`config.mk`:
```
export PLATFORM = sky130hd
export DESIGN_NAME = simplebus2axi4
export DESIGN_NICKNAME = d
export VERILOG_FILES = /design/src/logic/simplebus_pkg.sv /design/src/logic/simplebus2axi4.sv
export SDC_FILE = /design/constraint.sdc
export NUM_CORES = 1
export LEC_CHECK = 0
export ABC_CLOCK_PERIOD_IN_PS = 1600
export BUFFER_PORTS_ARGS = -buffer_cell sky130_fd_sc_hd__buf_2
export CAP_MARGIN = 30
export CORE_AREA = 2 2 120 122
export CTS_BUF_LIST = sky130_fd_sc_hd__clkbuf_4 sky130_fd_sc_hd__clkbuf_8
export DETAILED_ROUTE_END_ITERATION = 10
export DIE_AREA = 0 0 122 124
export PLACE_DENSITY_LB_ADDON = 0.2
export SYNTH_ARGS = -nofsm -noshare
export SYNTH_HDL_FRONTEND = slang
export SYNTH_SLANG_ARGS = --single-unit
```
`constraint.sdc`:
```
create_clock -name clk -period 1.6 [get_ports clk]
set_input_delay 0.08 -clock clk [delete_from_list [all_inputs] [get_ports clk]]
set_output_delay 0.08 -clock clk [all_outputs]
set_load 0.01 [all_outputs]
```
`src/logic/simplebus_pkg.sv`:
```
package simplebus_pkg;

    // ~~~~~~~~~~~~~~~~~~~~~~~~~~~~~~~~~~~~~~~
    // Bus geometry and memory map
    // ~~~~~~~~~~~~~~~~~~~~~~~~~~~~~~~~~~~~~~~

    localparam int ADDR_WIDTH = 32;
    localparam int DATA_WIDTH = 32;
    localparam int STRB_WIDTH = DATA_WIDTH / 8;
    localparam int MEM_WORDS  = 1024;
    localparam int WORD_AW    = $clog2(MEM_WORDS);             // Word index bits.

    localparam logic [ADDR_WIDTH-1:0] PRIV_BASE = 32'h0000_0C00;  // Needs prot[0] above here.

    localparam logic [1:0] RESP_OKAY   = 2'b00;
    localparam logic [1:0] RESP_SLVERR = 2'b10;
    localparam logic [1:0] RESP_DECERR = 2'b11;

    // ~~~~~~~~~~~~~~~~~~~~~~~~~~~~~~~~~~~~~~~
    // Simple-bus requests and responses
    // ~~~~~~~~~~~~~~~~~~~~~~~~~~~~~~~~~~~~~~~

    typedef struct packed {
        logic [ADDR_WIDTH-1:0] addr;
        logic [2:0]            size;                           // Log2 of the byte count.
        logic [2:0]            prot;
    } sb_rd_req_t;

    typedef struct packed {
        logic [ADDR_WIDTH-1:0] addr;
        logic [DATA_WIDTH-1:0] data;
        logic [STRB_WIDTH-1:0] mask;                           // One bit per byte lane.
        logic [2:0]            size;
        logic [2:0]            prot;
    } sb_wr_req_t;

    typedef struct packed {
        logic [DATA_WIDTH-1:0] data;
        logic [1:0]            resp;
    } sb_rd_rsp_t;

    typedef struct packed {
        logic [1:0] resp;
    } sb_wr_rsp_t;

    // ~~~~~~~~~~~~~~~~~~~~~~~~~~~~~~~~~~~~~~~
    // AXI4 single-beat channel payloads
    // ~~~~~~~~~~~~~~~~~~~~~~~~~~~~~~~~~~~~~~~

    typedef struct packed {
        logic [ADDR_WIDTH-1:0] addr;
        logic [2:0]            size;
        logic [2:0]            prot;
    } axi_ax_t;                                                // Shared by AW and AR.

    typedef struct packed {
        logic [DATA_WIDTH-1:0] data;
        logic [STRB_WIDTH-1:0] strb;
    } axi_w_t;

    typedef struct packed {
        logic [DATA_WIDTH-1:0] data;
        logic [1:0]            resp;
    } axi_r_t;

endpackage
```
`src/logic/simplebus2axi4.sv`:
```
`timescale 1ns/1ps

module simplebus2axi4 (
    input  logic                       clk,
    input  logic                       rst,

    // Simple-bus side.
    input  logic                       rd_req,
    input  simplebus_pkg::sb_rd_req_t  rd,
    output logic                       rd_complete,
    output simplebus_pkg::sb_rd_rsp_t  rd_rsp,

    input  logic                       wr_req,
    input  simplebus_pkg::sb_wr_req_t  wr,
    output logic                       wr_complete,
    output simplebus_pkg::sb_wr_rsp_t  wr_rsp,

    // AXI write channels.
    output logic                       awvalid,
    input  logic                       awready,
    output simplebus_pkg::axi_ax_t     aw,

    output logic                       wvalid,
    input  logic                       wready,
    output simplebus_pkg::axi_w_t      w,

    input  logic                       bvalid,
    output logic                       bready,
    input  logic [1:0]                 bresp,

    // AXI read channels.
    output logic                       arvalid,
    input  logic                       arready,
    output simplebus_pkg::axi_ax_t     ar,

    input  logic                       rvalid,
    output logic                       rready,
    input  simplebus_pkg::axi_r_t      r
);

    logic aw_hs, w_hs, b_hs;
    logic ar_hs, r_hs;

    assign aw_hs = awvalid && awready;
    assign w_hs  = wvalid && wready;
    assign b_hs  = bvalid && bready;
    assign ar_hs = arvalid && arready;
    assign r_hs  = rvalid && rready;

    // ~~~~~~~~~~~~~~~~~~~~~~~~~~~~~~~~~~~~~~~
    // Write path
    // ~~~~~~~~~~~~~~~~~~~~~~~~~~~~~~~~~~~~~~~

    always_ff @(posedge clk) begin
        if (rst) begin
            awvalid <= 1'b0;
        end else if (wr_req) begin
            awvalid <= 1'b1;
        end else if (aw_hs) begin
            awvalid <= 1'b0;
        end
    end

    always_ff @(posedge clk) begin
        if (wr_req) aw <= '{addr: wr.addr, size: wr.size, prot: wr.prot};
    end

    // Data leaves only once the address has been taken.
    always_ff @(posedge clk) begin
        if (rst) begin
            wvalid <= 1'b0;
        end else if (aw_hs) begin
            wvalid <= 1'b1;
        end else if (w_hs) begin
            wvalid <= 1'b0;
        end
    end

    always_ff @(posedge clk) begin
        if (aw_hs) w <= '{data: wr.data, strb: wr.mask};       // Sender holds wr until done.
    end

    always_ff @(posedge clk) begin
        if (rst) begin
            bready <= 1'b0;
        end else if (b_hs) begin
            bready <= 1'b0;
        end else if (bvalid) begin
            bready <= 1'b1;                                    // One cycle behind bvalid.
        end
    end

    assign wr_complete = b_hs;
    assign wr_rsp.resp = bresp;

    // ~~~~~~~~~~~~~~~~~~~~~~~~~~~~~~~~~~~~~~~
    // Read path
    // ~~~~~~~~~~~~~~~~~~~~~~~~~~~~~~~~~~~~~~~

    always_ff @(posedge clk) begin
        if (rst) begin
            arvalid <= 1'b0;
        end else if (rd_req) begin
            arvalid <= 1'b1;
        end else if (ar_hs) begin
            arvalid <= 1'b0;
        end
    end

    always_ff @(posedge clk) begin
        if (rd_req) ar <= '{addr: rd.addr, size: rd.size, prot: rd.prot};
    end

    always_ff @(posedge clk) begin
        if (rst) begin
            rready <= 1'b0;
        end else if (r_hs) begin
            rready <= 1'b0;
        end else if (rvalid) begin
            rready <= 1'b1;
        end
    end

    assign rd_complete = r_hs;
    assign rd_rsp.data = r_hs ? r.data : '0;                   // Data is only meaningful here.
    assign rd_rsp.resp = r.resp;

endmodule

```
==> flow_metrics.env <==
export IMPL_status="complete, no violations"
export IMPL_n_antenna_cell=0
export IMPL_placed_area_um2=5583
export IMPL_fin_crit_sh_pct=88.78
export IMPL_power_leakage_nw=3.303
export IMPL_end_kind="output port"
export IMPL_crit_family="buffers and inverters"
export IMPL_portBuffers=303
export IMPL_drt_total_wl_um=11210
export IMPL_die_x_um=122
export IMPL_synthToLayoutAreaGrowth_pct=86.86
export IMPL_critical_path_cell_chain="buf_4, and3_1, buf_2"
export IMPL_slowest_delay_ns=0.31
export IMPL_drv_cap=0
export IMPL_final_cell_mix="buf_2 (303), dlygate4sd3_1 (117), edfxtp_1 (112), and3_2 (23), clkbuf_8 (17)"
export IMPL_grt_ovfl_total=0
export IMPL_die_y_um=124
export IMPL_cts_tree="done"
export IMPL_post_cts_buffers=0
export IMPL_place_congestion=0.6968
export IMPL_hold_buffers=117
export IMPL_hold_class="in2reg"
export IMPL_tightestPinTransition_ns=0.4241
export IMPL_cts_root_buf="clkbuf_8"
export IMPL_layout_min_cycle_time_ns=1.421
export IMPL_grt_usage_pct=13.77
export IMPL_cp_start_kind="register"
export IMPL_worstPathRequired_ns=1.52
export IMPL_final_max_slew_viol_count=0
export IMPL_ys_seq_elements=117
export IMPL_syn_nets=332
export IMPL_critical_path_buf_inv_count=2
export IMPL_fmax_mhz=704.0
export IMPL_grt_pass1_vias=3200
export IMPL_yosys_cell_types_count=14
export IMPL_syn_inst=175
export IMPL_final_cells=802
export IMPL_setup_violations=0
export IMPL_initialDrtViolationCount=89
export IMPL_numCtsBuffers=17
export IMPL_r2r_start="arvalid$_SDFFE_PP0P_"
export IMPL_maxSlewHeadroom_pct=71.72
export IMPL_layout_nets=766
export IMPL_grt_pass1_wl_um=15290
export IMPL_pwr_density_cell_nw_per_um2=1017
export IMPL_cts_resized=0
export IMPL_ys_seq_area_share_pct=90.22
export IMPL_synth_area_um2=3839
export IMPL_clkTransAtPathRegs_ns=0.07
export IMPL_fin_worst_skew_ns=0.004691
export IMPL_vias_per_cell=4.024
export IMPL_grt_max_degree=37
export IMPL_clock_latency_ns=0.42
export IMPL_drive_above_1_share_pct=58.36
export IMPL_holdCritStartpoint="rd_req"
export IMPL_crit_start="rready$_SDFFE_PP0P_"
export IMPL_cp_max_fo=35
export IMPL_hold_viol_final=0
export IMPL_start_util_pct=27.98
export IMPL_peakVddDrop_v=0.0006328
export IMPL_routedWlPerCell_um=13.98
export IMPL_cts_buffer_depth=2
export IMPL_final_area_um2=7173
export IMPL_fin_tns_setup_ns=0
export IMPL_coreArea_um2=13720
export IMPL_first_pass_iters=4
export IMPL_dp_hpwl_um=7673
export IMPL_criticalPathCategory="reg2out"
export IMPL_core_rowCount=43
export IMPL_cts_htree_levels=4
export IMPL_die_area_um2=15130
export IMPL_cp_arrival_ns=1.34
export IMPL_antenna_left=0
export IMPL_dp_cells=653
export IMPL_ios=312
export IMPL_drc=0
export IMPL_ys_warn_count=0
export IMPL_clock_sinks=117
export IMPL_antenna_found_initial=0
export IMPL_vias=3227
export IMPL_rsz0062_at_grt="false"
export IMPL_crit_slowest_cell="dfxtp_1"
export IMPL_syn_avg_cell_area_um2=21.94
export IMPL_final_common_cell="buf_2"
## state kept, by name, summed over array words and instances, names as in the netlist
signal / count
rready: 1
bready: 1
wvalid: 1
aw: 38
ar: 38
w: 36
awvalid: 1
arvalid: 1
## worst paths after layout
check                                            end  slack, ns  cells past startpoint
worst max-delay path                      rd_rsp[32]       0.18                      3
worst min-delay path                ar[10]$_DFFE_PP_       0.12                      1
worst max register to register  arvalid$_SDFFE_PP0P_       0.48                      3
worst min register to register   wvalid$_SDFFE_PP0P_       0.48                      2
## layer usage
metal,share of wire (%),GRT usage (%)
met3,9.8,5.861
met5,0,0
met1,36,13.70
met2,52,24.27
met4,2.0,7.615
## Yosys cell counts
| cell | count | area (um^2) |
|---|---|---|
| edfxtp_1 | 112 | 3363 |
| and3_2 | 23 | 172.7 |
| and3_1 | 9 | 56.30 |
| dfxtp_1 | 5 | 100.1 |
| buf_4 | 4 | 30.03 |
| a21oi_1 | 3 | 15.01 |
| buf_2 | 3 | 15.01 |
| clkbuf_2 | 3 | 15.01 |
| inv_1 | 3 | 11.26 |
| nand2b_1 | 3 | 18.77 |
| and2_1 | 2 | 12.51 |
| nor2_1 | 2 | 7.510 |
| xnor2_1 | 2 | 17.52 |
| nand2_1 | 1 | 3.750 |
## through the flow
stage | power [mW] | hold slack [ns] | utilization, % | setup WS, ns
CTS | 7.383 | 0.08713 | 52.28 | 0.1502
global route | 7.606 | 0.09266 | 52.28 | 0.05064
detailed placement | 4.374 | 0.1601 | 40.69 | 0.5753
floorplan | 3.914 | 0.1491 | - | 0.03359
finish | 7.292 | 0.1152 | 52.28 | 0.1795
global placement | 4.365 | 0.1601 | 40.69 | 0.5770
## layout make-up
cell class	count	area, um^2
Clock buffer	18	241.5
Multi-Input combinational cell	45	304.0
Tap cell	180	225.2
Sequential cell	117	3463
Inverter	3	11.26
Fill cell	1130	6546
Timing Repair Buffer	425	2750
Clock inverter	14	177.7
## cell families after synthesis
family          count (synthesis)  share of synthesized area (%)
xor+xnor                        2                         0.4564
buf+inv                        13                          1.858
flops                         117                          90.22
compound gates                  3                         0.3910
simple gates                   40                          7.073
## report_power, final
group | switching [mW] | internal [mW]
clock | 1.19 | 1.57
combinational | 0.398 | 0.506
sequential | 0.0494 | 3.57
total | 1.64 | 5.65
Power figures use the tool's default switching activity.
