$ cat config.mk
export PLATFORM = sky130hd
export DESIGN_NAME = simplebus_arbiter
export DESIGN_NICKNAME = d
export VERILOG_FILES = /design/src/logic/simplebus_pkg.sv /design/src/logic/simplebus_arbiter.sv
export SDC_FILE = /design/constraint.sdc
export NUM_CORES = 1
export LEC_CHECK = 0
export BUFFER_PORTS_ARGS = -buffer_cell sky130_fd_sc_hd__buf_2
export CORE_AREA = 10 10 142 144
export CTS_BUF_LIST = sky130_fd_sc_hd__clkbuf_2 sky130_fd_sc_hd__clkbuf_4 sky130_fd_sc_hd__clkbuf_8
export CTS_CLUSTER_DIAMETER = 200
export DETAILED_ROUTE_END_ITERATION = 16
export DIE_AREA = 0 0 152 154
export GPL_ROUTABILITY_DRIVEN = 0
export PLACE_DENSITY = 0.78
export SLEW_MARGIN = 10
export SYNTH_ARGS = -nofsm -noshare
export SYNTH_HDL_FRONTEND = slang
export SYNTH_SLANG_ARGS = --single-unit
$ cat constraint.sdc
create_clock -name clk -period 7.07 [get_ports clk]
set_clock_uncertainty 0.1 [all_clocks]
set_input_delay 1.0605 -clock clk [delete_from_list [all_inputs] [get_ports clk]]
set_output_delay 1.0605 -clock clk [all_outputs]
set_load 0.02 [all_outputs]
$ cat src/logic/simplebus_pkg.sv
package simplebus_pkg;

    // ~~~~~~~~~~~~~~~~~~~~~~~~~~~~~~~~~~~~~~~
    // Bus geometry and memory map
    // ~~~~~~~~~~~~~~~~~~~~~~~~~~~~~~~~~~~~~~~

    localparam int ADDR_WIDTH = 32;
    localparam int DATA_WIDTH = 32;
    localparam int STRB_WIDTH = DATA_WIDTH / 8;
    localparam int MEM_WORDS  = 1024;
    localparam int WORD_AW    = $clog2(MEM_WORDS);             // Word index bits.

    localparam logic [ADDR_WIDTH-1:0] PRIV_BASE = 32'h0000_0C00;  // Needs prot[0] above here.

    localparam logic [1:0] RESP_OKAY   = 2'b00;
    localparam logic [1:0] RESP_SLVERR = 2'b10;
    localparam logic [1:0] RESP_DECERR = 2'b11;

    // ~~~~~~~~~~~~~~~~~~~~~~~~~~~~~~~~~~~~~~~
    // Simple-bus requests and responses
    // ~~~~~~~~~~~~~~~~~~~~~~~~~~~~~~~~~~~~~~~

    typedef struct packed {
        logic [ADDR_WIDTH-1:0] addr;
        logic [2:0]            size;                           // Log2 of the byte count.
        logic [2:0]            prot;
    } sb_rd_req_t;

    typedef struct packed {
        logic [ADDR_WIDTH-1:0] addr;
        logic [DATA_WIDTH-1:0] data;
        logic [STRB_WIDTH-1:0] mask;                           // One bit per byte lane.
        logic [2:0]            size;
        logic [2:0]            prot;
    } sb_wr_req_t;

    typedef struct packed {
        logic [DATA_WIDTH-1:0] data;
        logic [1:0]            resp;
    } sb_rd_rsp_t;

    typedef struct packed {
        logic [1:0] resp;
    } sb_wr_rsp_t;

    // ~~~~~~~~~~~~~~~~~~~~~~~~~~~~~~~~~~~~~~~
    // AXI4 single-beat channel payloads
    // ~~~~~~~~~~~~~~~~~~~~~~~~~~~~~~~~~~~~~~~

    typedef struct packed {
        logic [ADDR_WIDTH-1:0] addr;
        logic [2:0]            size;
        logic [2:0]            prot;
    } axi_ax_t;                                                // Shared by AW and AR.

    typedef struct packed {
        logic [DATA_WIDTH-1:0] data;
        logic [STRB_WIDTH-1:0] strb;
    } axi_w_t;

    typedef struct packed {
        logic [DATA_WIDTH-1:0] data;
        logic [1:0]            resp;
    } axi_r_t;

endpackage
$ cat src/logic/simplebus_arbiter.sv
`timescale 1ns/1ps

module simplebus_arbiter (
    input  logic                       clk,
    input  logic                       rst,

    input  logic                       fetch_rd_req,
    input  simplebus_pkg::sb_rd_req_t  fetch_rd,
    output logic                       fetch_rd_ready,
    output logic                       fetch_rd_complete,
    output simplebus_pkg::sb_rd_rsp_t  fetch_rd_rsp,

    input  logic                       data_rd_req,
    input  simplebus_pkg::sb_rd_req_t  data_rd,
    output logic                       data_rd_ready,
    output logic                       data_rd_complete,
    output simplebus_pkg::sb_rd_rsp_t  data_rd_rsp,

    input  logic                       data_wr_req,
    input  simplebus_pkg::sb_wr_req_t  data_wr,
    output logic                       data_wr_ready,
    output logic                       data_wr_complete,
    output simplebus_pkg::sb_wr_rsp_t  data_wr_rsp,

    output logic                       bus_rd_req,
    output simplebus_pkg::sb_rd_req_t  bus_rd,
    input  logic                       bus_rd_complete,
    input  simplebus_pkg::sb_rd_rsp_t  bus_rd_rsp,

    output logic                       bus_wr_req,
    output simplebus_pkg::sb_wr_req_t  bus_wr,
    input  logic                       bus_wr_complete,
    input  simplebus_pkg::sb_wr_rsp_t  bus_wr_rsp
);

    logic rd_busy, rd_owner_data;
    logic data_pend, fetch_pend;
    logic data_take, fetch_take, data_want, fetch_want;
    logic rd_free, issue_data, issue_fetch;
    logic wr_busy, wr_take;
    simplebus_pkg::sb_rd_req_t data_hold, fetch_hold;

    // ~~~~~~~~~~~~~~~~~~~~~~~~~~~~~~~~~~~~~~~
    // Read path
    // ~~~~~~~~~~~~~~~~~~~~~~~~~~~~~~~~~~~~~~~

    assign data_rd_ready  = !data_pend && !(rd_busy && rd_owner_data);
    assign fetch_rd_ready = !fetch_pend && !(rd_busy && !rd_owner_data);
    assign data_take  = data_rd_req && data_rd_ready;
    assign fetch_take = fetch_rd_req && fetch_rd_ready;
    assign data_want  = data_take || data_pend;
    assign fetch_want = fetch_take || fetch_pend;
    assign rd_free     = !rd_busy || bus_rd_complete;          // Slot frees in the completion cycle.
    assign issue_data  = rd_free && data_want;                 // Data port has priority.
    assign issue_fetch = rd_free && fetch_want && !data_want;

    always_ff @(posedge clk) begin
        if (rst) begin
            rd_busy       <= 1'b0;
            rd_owner_data <= 1'b0;
            bus_rd_req    <= 1'b0;
            data_pend     <= 1'b0;
            fetch_pend    <= 1'b0;
        end else begin
            bus_rd_req <= issue_data || issue_fetch;
            data_pend  <= data_want && !issue_data;
            fetch_pend <= fetch_want && !issue_fetch;
            if (issue_data || issue_fetch) begin
                rd_busy       <= 1'b1;
                rd_owner_data <= issue_data;
            end else if (bus_rd_complete) begin
                rd_busy <= 1'b0;
            end
        end
    end

    always_ff @(posedge clk) begin
        if (data_take) data_hold <= data_rd;
        if (fetch_take) fetch_hold <= fetch_rd;
        if (issue_data) begin
            bus_rd <= data_pend ? data_hold : data_rd;
        end else if (issue_fetch) begin
            bus_rd <= fetch_pend ? fetch_hold : fetch_rd;
        end
    end

    assign data_rd_complete  = bus_rd_complete && rd_owner_data;
    assign fetch_rd_complete = bus_rd_complete && !rd_owner_data;
    assign data_rd_rsp  = data_rd_complete ? bus_rd_rsp : '0;
    assign fetch_rd_rsp = fetch_rd_complete ? bus_rd_rsp : '0;

    // ~~~~~~~~~~~~~~~~~~~~~~~~~~~~~~~~~~~~~~~
    // Write path
    // ~~~~~~~~~~~~~~~~~~~~~~~~~~~~~~~~~~~~~~~

    assign data_wr_ready = !wr_busy;
    assign wr_take       = data_wr_req && !wr_busy;

    always_ff @(posedge clk) begin
        if (rst) begin
            wr_busy    <= 1'b0;
            bus_wr_req <= 1'b0;
        end else begin
            bus_wr_req <= wr_take;
            if (wr_take) wr_busy <= 1'b1;
            else if (bus_wr_complete) wr_busy <= 1'b0;
        end
    end

    always_ff @(posedge clk) begin
        if (wr_take) bus_wr <= data_wr;                        // Held until B returns.
    end

    assign data_wr_complete = bus_wr_complete;
    assign data_wr_rsp      = bus_wr_rsp;

endmodule

==> results.sh, run 1 <==
export IMPL_min_period_ps=3470
export IMPL_maxSlewHeadroom_pct=29.3
export IMPL_holdBufCountCts=0
export IMPL_hold_viol=0
export IMPL_dpl_cell_area_um2=9760
export IMPL_track_usage_pct=19.6
export IMPL_ios=383
export IMPL_instances_no_fill=1055
export IMPL_criticalPathCategory="in2out"
export IMPL_synth_seq_area_share_pct=75.2
export IMPL_outcome="completed"
export IMPL_peakVddDrop_mv=0.139
export IMPL_postRouteAntennaNets=0
export IMPL_drcViolationCount=0
export IMPL_clockBufferDepth=2
export IMPL_pwr_density_cell_nw_per_um2=252
export IMPL_routed_via_density=4.95
export IMPL_rows=48
export IMPL_drive_gt1_share_pct=51.2
export IMPL_avgRoutedWirePerCell_um=22.9
export IMPL_fin_area_um2=10200
export IMPL_synth_area_um2=7690
export IMPL_finalSetupTns_ps=0
export IMPL_post_cts_repair_setup_buffers=0
export IMPL_synth_cell_types=23
export IMPL_drt_wl_total_mm=24.1
export IMPL_area_growth_pct=32.6
export IMPL_finish_net_count=1004
export IMPL_core_um2=17200
export IMPL_finalSetupViolations=0
export IMPL_fillers=1357
export IMPL_start_util_pct=44.8
export IMPL_period_share_pct=49.0
export IMPL_vias=5223
export IMPL_crit_fanout=39
export IMPL_end_kind="output port"
export IMPL_htree_levels=4
export IMPL_antenna_found_initial=10
export IMPL_dieArea_um2=23400
export IMPL_hp_class="reg2reg"
export IMPL_layout_setup_ws_ps=3600
export IMPL_grt_max_degree=75
export IMPL_grt_pass1_wl_mm=35.2
export IMPL_maxCapViolations=0
export IMPL_cp_arrival_ps=2310
export IMPL_dp_hpwl_mm=18.6
export IMPL_ctsResizeCount=0
export IMPL_rsz0062_at_grt="false"
export IMPL_syn_nets=630
export IMPL_cts_clk_slew_worst_paths_ps=120
export IMPL_place_ws_ps=3640
export IMPL_syn_inst=437
export IMPL_ys_warn_count=0
export IMPL_ys_ff_latch=195
export IMPL_worst_pin_slew_ps=1060
export IMPL_cts_root_buf="clkbuf_8"
export IMPL_grt_pass1_vias=5465
export IMPL_drt_iter0_drc=347
export IMPL_cts_sinks=195
export IMPL_power_uw=2570
export IMPL_fmaxAchievable_ghz=0.289
export IMPL_cts_tree="yes"
export IMPL_cp_required_ps=5910
export IMPL_dp_cells=1017
export IMPL_port_buffers=378
export IMPL_synth_avg_cell_area_um2=17.6
export IMPL_drt_pass1_iterations=5
export IMPL_die_h_um=154
export IMPL_start_kind="primary input"
export IMPL_die_x_um=152
export IMPL_slew_viol_final=0
export IMPL_clock_latency_ps=460
export IMPL_grt_ovfl_total=0
export IMPL_p_leak_uw=0.00441
export IMPL_cts_made_buffers=17
metrics by stage:
| stage | hold WS (ps) | util (%) |
|---|---|---|
| after global placement | 435 | 56.8 |
| after CTS | 464 | 59.3 |
| after floorplan | 357 | - |
| after global routing | 502 | 59.4 |
| final | 460 | 59.4 |
| after detailed placement | 443 | 56.8 |
critical path, stage by stage:
cell,delay (ps)
buf_2,400
nor2b_1,200
buf_4,290
and2_1,180
buf_2,160
cells by family after synthesis:
group | count (synthesis) | synth area share (%)
compound gates | 14 | 1.12
buf+inv | 30 | 2.10
flops | 195 | 75.2
mux | 114 | 14.8
simple gates | 84 | 6.69
power breakdown:
group	internal, uW	switching (uW)
registers	1390	35.7
clock network	274	451
logic	147	269
total	1810	756
per-layer routing:
| metal | global-route usage [%] | vias to the layer above | wire length (um) |
|---|---|---|---|
| met1 | 22.6 | 2481 | 9390 |
| met4 | 6.24 | 10 | 385 |
| met2 | 33.5 | 265 | 12400 |
| met5 | 0 | - | 66 |
| met3 | 6.95 | 34 | 1930 |
| li1 | - | 2433 | - |
flip-flops by register name (all words and copies together) (netlist names):
signal and cells:
bus_wr 74, data_hold 38, wr_busy 1, rd_owner_data 1, bus_rd_req 1, bus_rd 38, data_pend 1, rd_busy 1
bus_wr_req 1, fetch_pend 1, fetch_hold 38
path summary, 6_finish.rpt:
kind / cells after the start / slack (ps) / start / end
worst max-delay path: 5 / 3600 / bus_rd_complete / fetch_rd_rsp[8]
worst min-delay path: 1 / 460 / wr_busy / wr_busy
worst max register to register: 3 / 4310 / rd_owner_data / fetch_hold[17]
worst min register to register: 1 / 460 / wr_busy / wr_busy
placed cells by master, fill, tap and decap left out, types with 2 or more instances in the layout:
master    Yosys  layout
a211oi_1      2       2
a21oi_1       6       6
and2_1       37      35
and2_2        0       2
and3_1       34      34
buf_2         9     378
buf_4         4       5
clkbuf_8      0      17
clkinv_4      0       3
clkinv_8      0       5
dfxtp_1       7       5
dfxtp_2       0       2
diode_2       0       6
edfxtp_1    188     188
inv_1         2       2
inv_8         0       4
mux2i_1     114     114
nand2b_1      2       2
nor2_1        2       2
nor2b_1       4       3
nor3_1        2       2
o21ai_0       2       2
area by class of cell:
| cell class | instances | area, um^2 | share of cell area (%) |
|---|---|---|---|
| clock buffers | 17 | 234 | 2.30 |
| clock inverters | 15 | 185 | 1.82 |
| multi-input cells | 212 | 1750 | 17.2 |
| inverters | 2 | 7.51 | 0.0736 |
| diodes | 6 | 15.0 | 0.147 |
| flip-flops and latches | 195 | 5790 | 56.8 |
| repair buffers | 383 | 1930 | 18.9 |
| well taps | 225 | 282 | 2.76 |
Yosys cell counts:
cell / number / area share (%)
buf_4: 4 / 0.39
buf_2: 9 / 0.59
nand3b_1: 1 / 0.098
a211oi_1: 2 / 0.20
buf_6: 3 / 0.44
a21oi_1: 6 / 0.39
edfxtp_1: 188 / 73
mux2i_1: 114 / 15
and3_1: 34 / 2.8
a31oi_1: 1 / 0.081
a21o_1: 1 / 0.098
nand2b_1: 2 / 0.16
nor2_1: 2 / 0.098
nand2_1: 2 / 0.098
nor2b_1: 4 / 0.33
dfxtp_1: 7 / 1.8
o21ai_0: 2 / 0.13
o211ai_1: 1 / 0.098
nor3_1: 2 / 0.13
o211a_2: 1 / 0.13
clkbuf_1: 12 / 0.59
and2_1: 37 / 3.0
inv_1: 2 / 0.098
No activity file was read; power rests on OpenSTA's default activity.
==> run 2, diff against run 1 <==
Settings changed: CORE_AREA 10 10 142 144 to unset, CORE_ASPECT_RATIO set to 0.8, CORE_MARGIN set to 10, CORE_UTILIZATION set to 47, DIE_AREA 0 0 152 154 to unset, PLACE_DENSITY 0.78 to 0.82.
Clock period 7.07 ns to 3.3 ns, I/O delays scaled along.
==> results.sh, run 2 (same netlist as run 1, synthesis figures left out) <==
export IMPL_criticalPathCategory="reg2out"
export IMPL_postRouteAntennaNets=0
export IMPL_avgRoutedWirePerCell_um=22.0
export IMPL_slew_viol_final=0
export IMPL_drt_iter0_drc=320
export IMPL_fmaxAchievable_ghz=0.423
export IMPL_grt_pass1_wl_mm=33.1
export IMPL_rsz0062_at_grt="false"
export IMPL_crit_path_max_incr_delay_ps=320
export IMPL_crit_fanout=43
export IMPL_start_kind="flip-flop"
export IMPL_p_leak_uw=0.00442
export IMPL_switchingPower_uw=1590
export IMPL_cp_slowest_cell="dfxtp_1"
export IMPL_cts_root_buf="clkbuf_8"
export IMPL_instances_no_fill=1046
export IMPL_layout_setup_ws_ps=938
export IMPL_grt_max_degree=68
export IMPL_rrSetupSlack_ps=1080
export IMPL_cts_sinks=195
export IMPL_clockBufferDepth=2
export IMPL_timing_rr_end="fetch_hold[6]"
export IMPL_ios=383
export IMPL_drive_gt1_share_pct=51.4
export IMPL_ctsResizeCount=0
export IMPL_area_growth_pct=32.9
export IMPL_combinationalPowerShare_pct=16.7
export IMPL_drcViolationCount=0
export IMPL_finalSetupViolations=0
export IMPL_top_register="bus_wr"
export IMPL_peakVddDrop_mv=0.424
export IMPL_reg2reg_depth=4
export IMPL_die_x_um=163
export IMPL_cp_depth=5
export IMPL_place_ws_ps=1030
export IMPL_outcome="completed"
export IMPL_holdBufCountCts=0
export IMPL_largest_reg_flops=74
export IMPL_cts_tree="yes"
export IMPL_hold_viol=0
export IMPL_port_buffers=378
export IMPL_period_share_pct=71.6
export IMPL_pwr_share_clk_pct=27.8
export IMPL_maxSlewHeadroom_pct=33.0
export IMPL_p_seq_share_pct=55.5
export IMPL_finish_net_count=1007
export IMPL_min_period_ps=2360
export IMPL_maxCapViolations=0
export IMPL_core_um2=15900
export IMPL_cp_required_ps=2700
export IMPL_final_common_cell="buf_2"
export IMPL_dp_cells=1010
export IMPL_crit_family="buffers and inverters"
export IMPL_worst_pin_slew_ps=1010
export IMPL_critPathLaunch="rd_owner_data"
export IMPL_vias=5249
export IMPL_cp_num_buf_inv=3
export IMPL_track_usage_pct=20.0
export IMPL_cp_arrival_ps=1770
export IMPL_r2r_start="rd_owner_data"
export IMPL_post_cts_repair_setup_buffers=0
export IMPL_drt_pass1_iterations=4
export IMPL_final_cell_mix="378 x buf_2, 188 x edfxtp_1, 114 x mux2i_1"
export IMPL_cts_made_buffers=17
export IMPL_htree_levels=4
export IMPL_dieArea_um2=21900
export IMPL_end_kind="output port"
export IMPL_path_cells="buf_4 > nor2b_1 > buf_4 > and2_1 > buf_2"
export IMPL_clock_latency_ps=460
export IMPL_crit_top_cell="buf_4"
export IMPL_hp_class="in2reg"
export IMPL_antenna_found_initial=5
export IMPL_drt_wl_total_mm=23.1
export IMPL_grt_ovfl_total=0
export IMPL_die_h_um=134
export IMPL_start_util_pct=48.3
export IMPL_cts_clk_slew_worst_paths_ps=110
export IMPL_routed_via_density=5.02
export IMPL_intPower_uw=3890
export IMPL_swShare_pct=29.1
export IMPL_finalSetupTns_ps=0
export IMPL_dp_hpwl_mm=17.7
export IMPL_rows=41
export IMPL_crit_path_end="fetch_rd_rsp[10]"
export IMPL_grt_pass1_vias=5370
export IMPL_pwr_density_cell_nw_per_um2=537
==> run 2: how the worst min path moves through the flow <==
| stage | from | to | slack, ps | depth (start not counted) |
|---|---|---|---|---|
| 4_1_cts | data_wr[30] | bus_wr[30] | 70 | 1 |
| 3_5_place_dp | wr_busy | wr_busy | 450 | 1 |
| 5_1_grt | data_wr[24] | bus_wr[24] | 50 | 1 |
| 2_1_floorplan | wr_busy | wr_busy | 380 | 1 |
| 3_3_place_gp | wr_busy | wr_busy | 440 | 1 |
| 6_report | data_wr[30] | bus_wr[30] | 100 | 1 |
==> run 2: layout make-up <==
type / instances / area (um^2)
inverter: 2 / 7.51
multi-input combinational: 212 / 1750
clock inverter: 14 / 155
clock buffer: 18 / 241
fill: 1199 / 5690
antenna: 4 / 10.0
sequential: 195 / 5790
timing repair buffer: 386 / 1990
tap: 215 / 269
==> run 2: power by group through the flow <==
stage          logic, uW  clock network, uW  registers, uW
6_report             914               1520           3050
5_1_grt              982               1670           3060
2_1_floorplan        351                  0           3260
3_5_place_dp         926                  0           3100
4_1_cts              928               1560           3050
3_3_place_gp         908                  0           3100
==> run 2: worst register-to-register path, cell delays in order (launching register included) <==
cell     delay (ps)
dfxtp_1         330
buf_4           290
inv_1           110
a21oi_1         160
and2_2          840
==> run 2: routing by layer <==
layer	routed length [um]	track usage (%)	share of wire, %
met1	8610	22.6	37
met5	18	0	0.078
met4	298	6.20	1.3
met3	2340	7.80	10
met2	11800	34.0	51
==> run 2: through the flow <==
| step | power (uW) | area, um^2 | util (%) | hold WS [ps] |
|---|---|---|---|---|
| after floorplan | 3610 | 7690 | - | 377 |
| after global placement | 4000 | 9810 | 61.7 | 438 |
| after detailed placement | 4020 | 9810 | 61.7 | 453 |
| after CTS | 5540 | 10200 | 64.2 | 69.1 |
| after global routing | 5710 | 10200 | 64.2 | 48.4 |
| final | 5480 | 10200 | 64.2 | 101 |
==> run 3, diff against run 2 <==
Clock period 3.3 ns to 2.5 ns, I/O delays scaled along.
==> results.sh, run 3 (same netlist as run 1, synthesis figures left out) <==
export IMPL_cp_arrival_ps=1860
export IMPL_p_seq_share_pct=51.6
export IMPL_criticalPathCategory="reg2out"
export IMPL_clockBufferDepth=2
export IMPL_routed_via_density=5.10
export IMPL_worstHoldPathCells=2
export IMPL_outcome="completed"
export IMPL_grt_max_degree=76
export IMPL_drcViolationCount=0
export IMPL_worst_pin_slew_ps=438
export IMPL_clock_latency_ps=480
export IMPL_cts_made_buffers=17
export IMPL_cts_sinks=195
export IMPL_power_uw=7830
export IMPL_min_period_ps=2340
export IMPL_pwr_share_clk_pct=29.6
export IMPL_track_usage_pct=25.7
export IMPL_reg2reg_depth=4
export IMPL_peakVddDrop_mv=0.491
export IMPL_critPathLaunch="rd_owner_data"
export IMPL_die_x_um=163
export IMPL_swShare_pct=28.7
export IMPL_ios=383
export IMPL_postRouteAntennaNets=0
export IMPL_start_kind="flip-flop"
export IMPL_r2r_start="rd_owner_data"
export IMPL_area_growth_pct=54.0
export IMPL_start_util_pct=48.3
export IMPL_end_kind="output port"
export IMPL_drive_gt1_share_pct=43.8
export IMPL_fin_util_pct=74.5
export IMPL_core_um2=15900
export IMPL_cts_tree="yes"
export IMPL_p_leak_uw=0.00512
export IMPL_pwr_density_cell_nw_per_um2=662
export IMPL_gr_usage_met1_pct=29.8
export IMPL_use_met2_pct=45.1
export IMPL_port_buffers=378
export IMPL_avgRoutedWirePerCell_um=24.5
export IMPL_vias=6137
export IMPL_whs_ps=53.9
export IMPL_period_share_pct=93.6
export IMPL_htree_levels=4
export IMPL_top_usage_layer="met2"
export IMPL_rows=41
export IMPL_dieArea_um2=21900
export IMPL_use_met3_pct=6.85
export IMPL_final_cell_mix="378 x buf_2, 188 x edfxtp_1, 151 x dlygate4sd3_1"
export IMPL_cp_required_ps=2030
export IMPL_cts_clk_slew_worst_paths_ps=100
export IMPL_fmaxAchievable_ghz=0.428
export IMPL_combinationalPowerShare_pct=18.9
export IMPL_final_common_cell="buf_2"
export IMPL_slew_viol_final=0
export IMPL_antenna_found_initial=4
export IMPL_rsz0062_at_grt="false"
export IMPL_grt_pass1_wl_mm=41.8
export IMPL_maxCapViolations=0
export IMPL_fillers=953
export IMPL_maxSlewHeadroom_pct=70.8
export IMPL_intPower_uw=5590
export IMPL_grt_ovfl_total=0
export IMPL_top_register="bus_wr"
export IMPL_largest_reg_flops=74
export IMPL_place_ws_ps=539
export IMPL_switchingPower_uw=2250
export IMPL_drt_iter0_drc=554
export IMPL_dp_hpwl_mm=18.7
export IMPL_drt_wl_total_mm=29.5
export IMPL_drt_pass1_iterations=5
export IMPL_hp_class="in2reg"
export IMPL_cts_root_buf="clkbuf_8"
export IMPL_finalSetupViolations=0
export IMPL_crit_fanout=36
export IMPL_min_from="rst"
export IMPL_die_h_um=134
export IMPL_finalSetupTns_ps=0
export IMPL_grt_pass1_vias=6495
export IMPL_hold_viol=0
export IMPL_layout_setup_ws_ps=161
export IMPL_finish_net_count=1164
[run 3: critical path: stages, from the launching register on]
cell and delay (ps):
dfxtp_1 470, buf_6 260, nor2b_1 70, buf_4 220, and2_1 200, buf_2 160
[run 3: area by class of cell]
type | instances | area [um^2] | area share [%]
antenna | 5 | 12.5 | 0.106
clock buffer | 18 | 241 | 2.04
clock inverter | 14 | 218 | 1.84
inverter | 2 | 7.51 | 0.0634
multi-input combinational | 212 | 1750 | 14.8
sequential | 195 | 5790 | 48.9
tap | 215 | 269 | 2.27
timing repair buffer | 543 | 3550 | 30.0
[run 3: per-stage QoR]
stage,area [um^2],cells
after global routing,11800,1203
after global placement,9850,1016
after CTS,11800,1198
after detailed placement,9850,1016
final,11800,1204
after floorplan,7700,437
[run 3: final timing paths]
kind	end	slack, ps
max	fetch_rd_rsp[21]	160
min	rd_owner_data	50
max reg2reg	fetch_hold[30]	670
min reg2reg	data_pend	460
[run 3: per-layer routing]
metal  wire length (um)  vias to the layer above
met5                  0                        -
met4                522                        0
met3               2550                       36
met2              15800                      376
met1              10500                     2989
li1                   -                     2736
[run 3: what timing repair did]
action | CTS | global route
resized for setup | 0 | 1
hold buffers | 150 | 1
endpoints found under the hold margin | 150 | 1
setup buffers | 0 | 0
setup endpoints to repair | 0 | 25
[run 3: power groups by stage]
stage / Combinational, uW / Sequential, uW / Clock (uW)
after floorplan: 465 / 4300 / 0
after global placement: 1220 / 4080 / 0
after detailed placement: 1250 / 4090 / 0
after CTS: 1450 / 4020 / 2300
after global routing: 1550 / 4060 / 2470
final: 1480 / 4040 / 2320
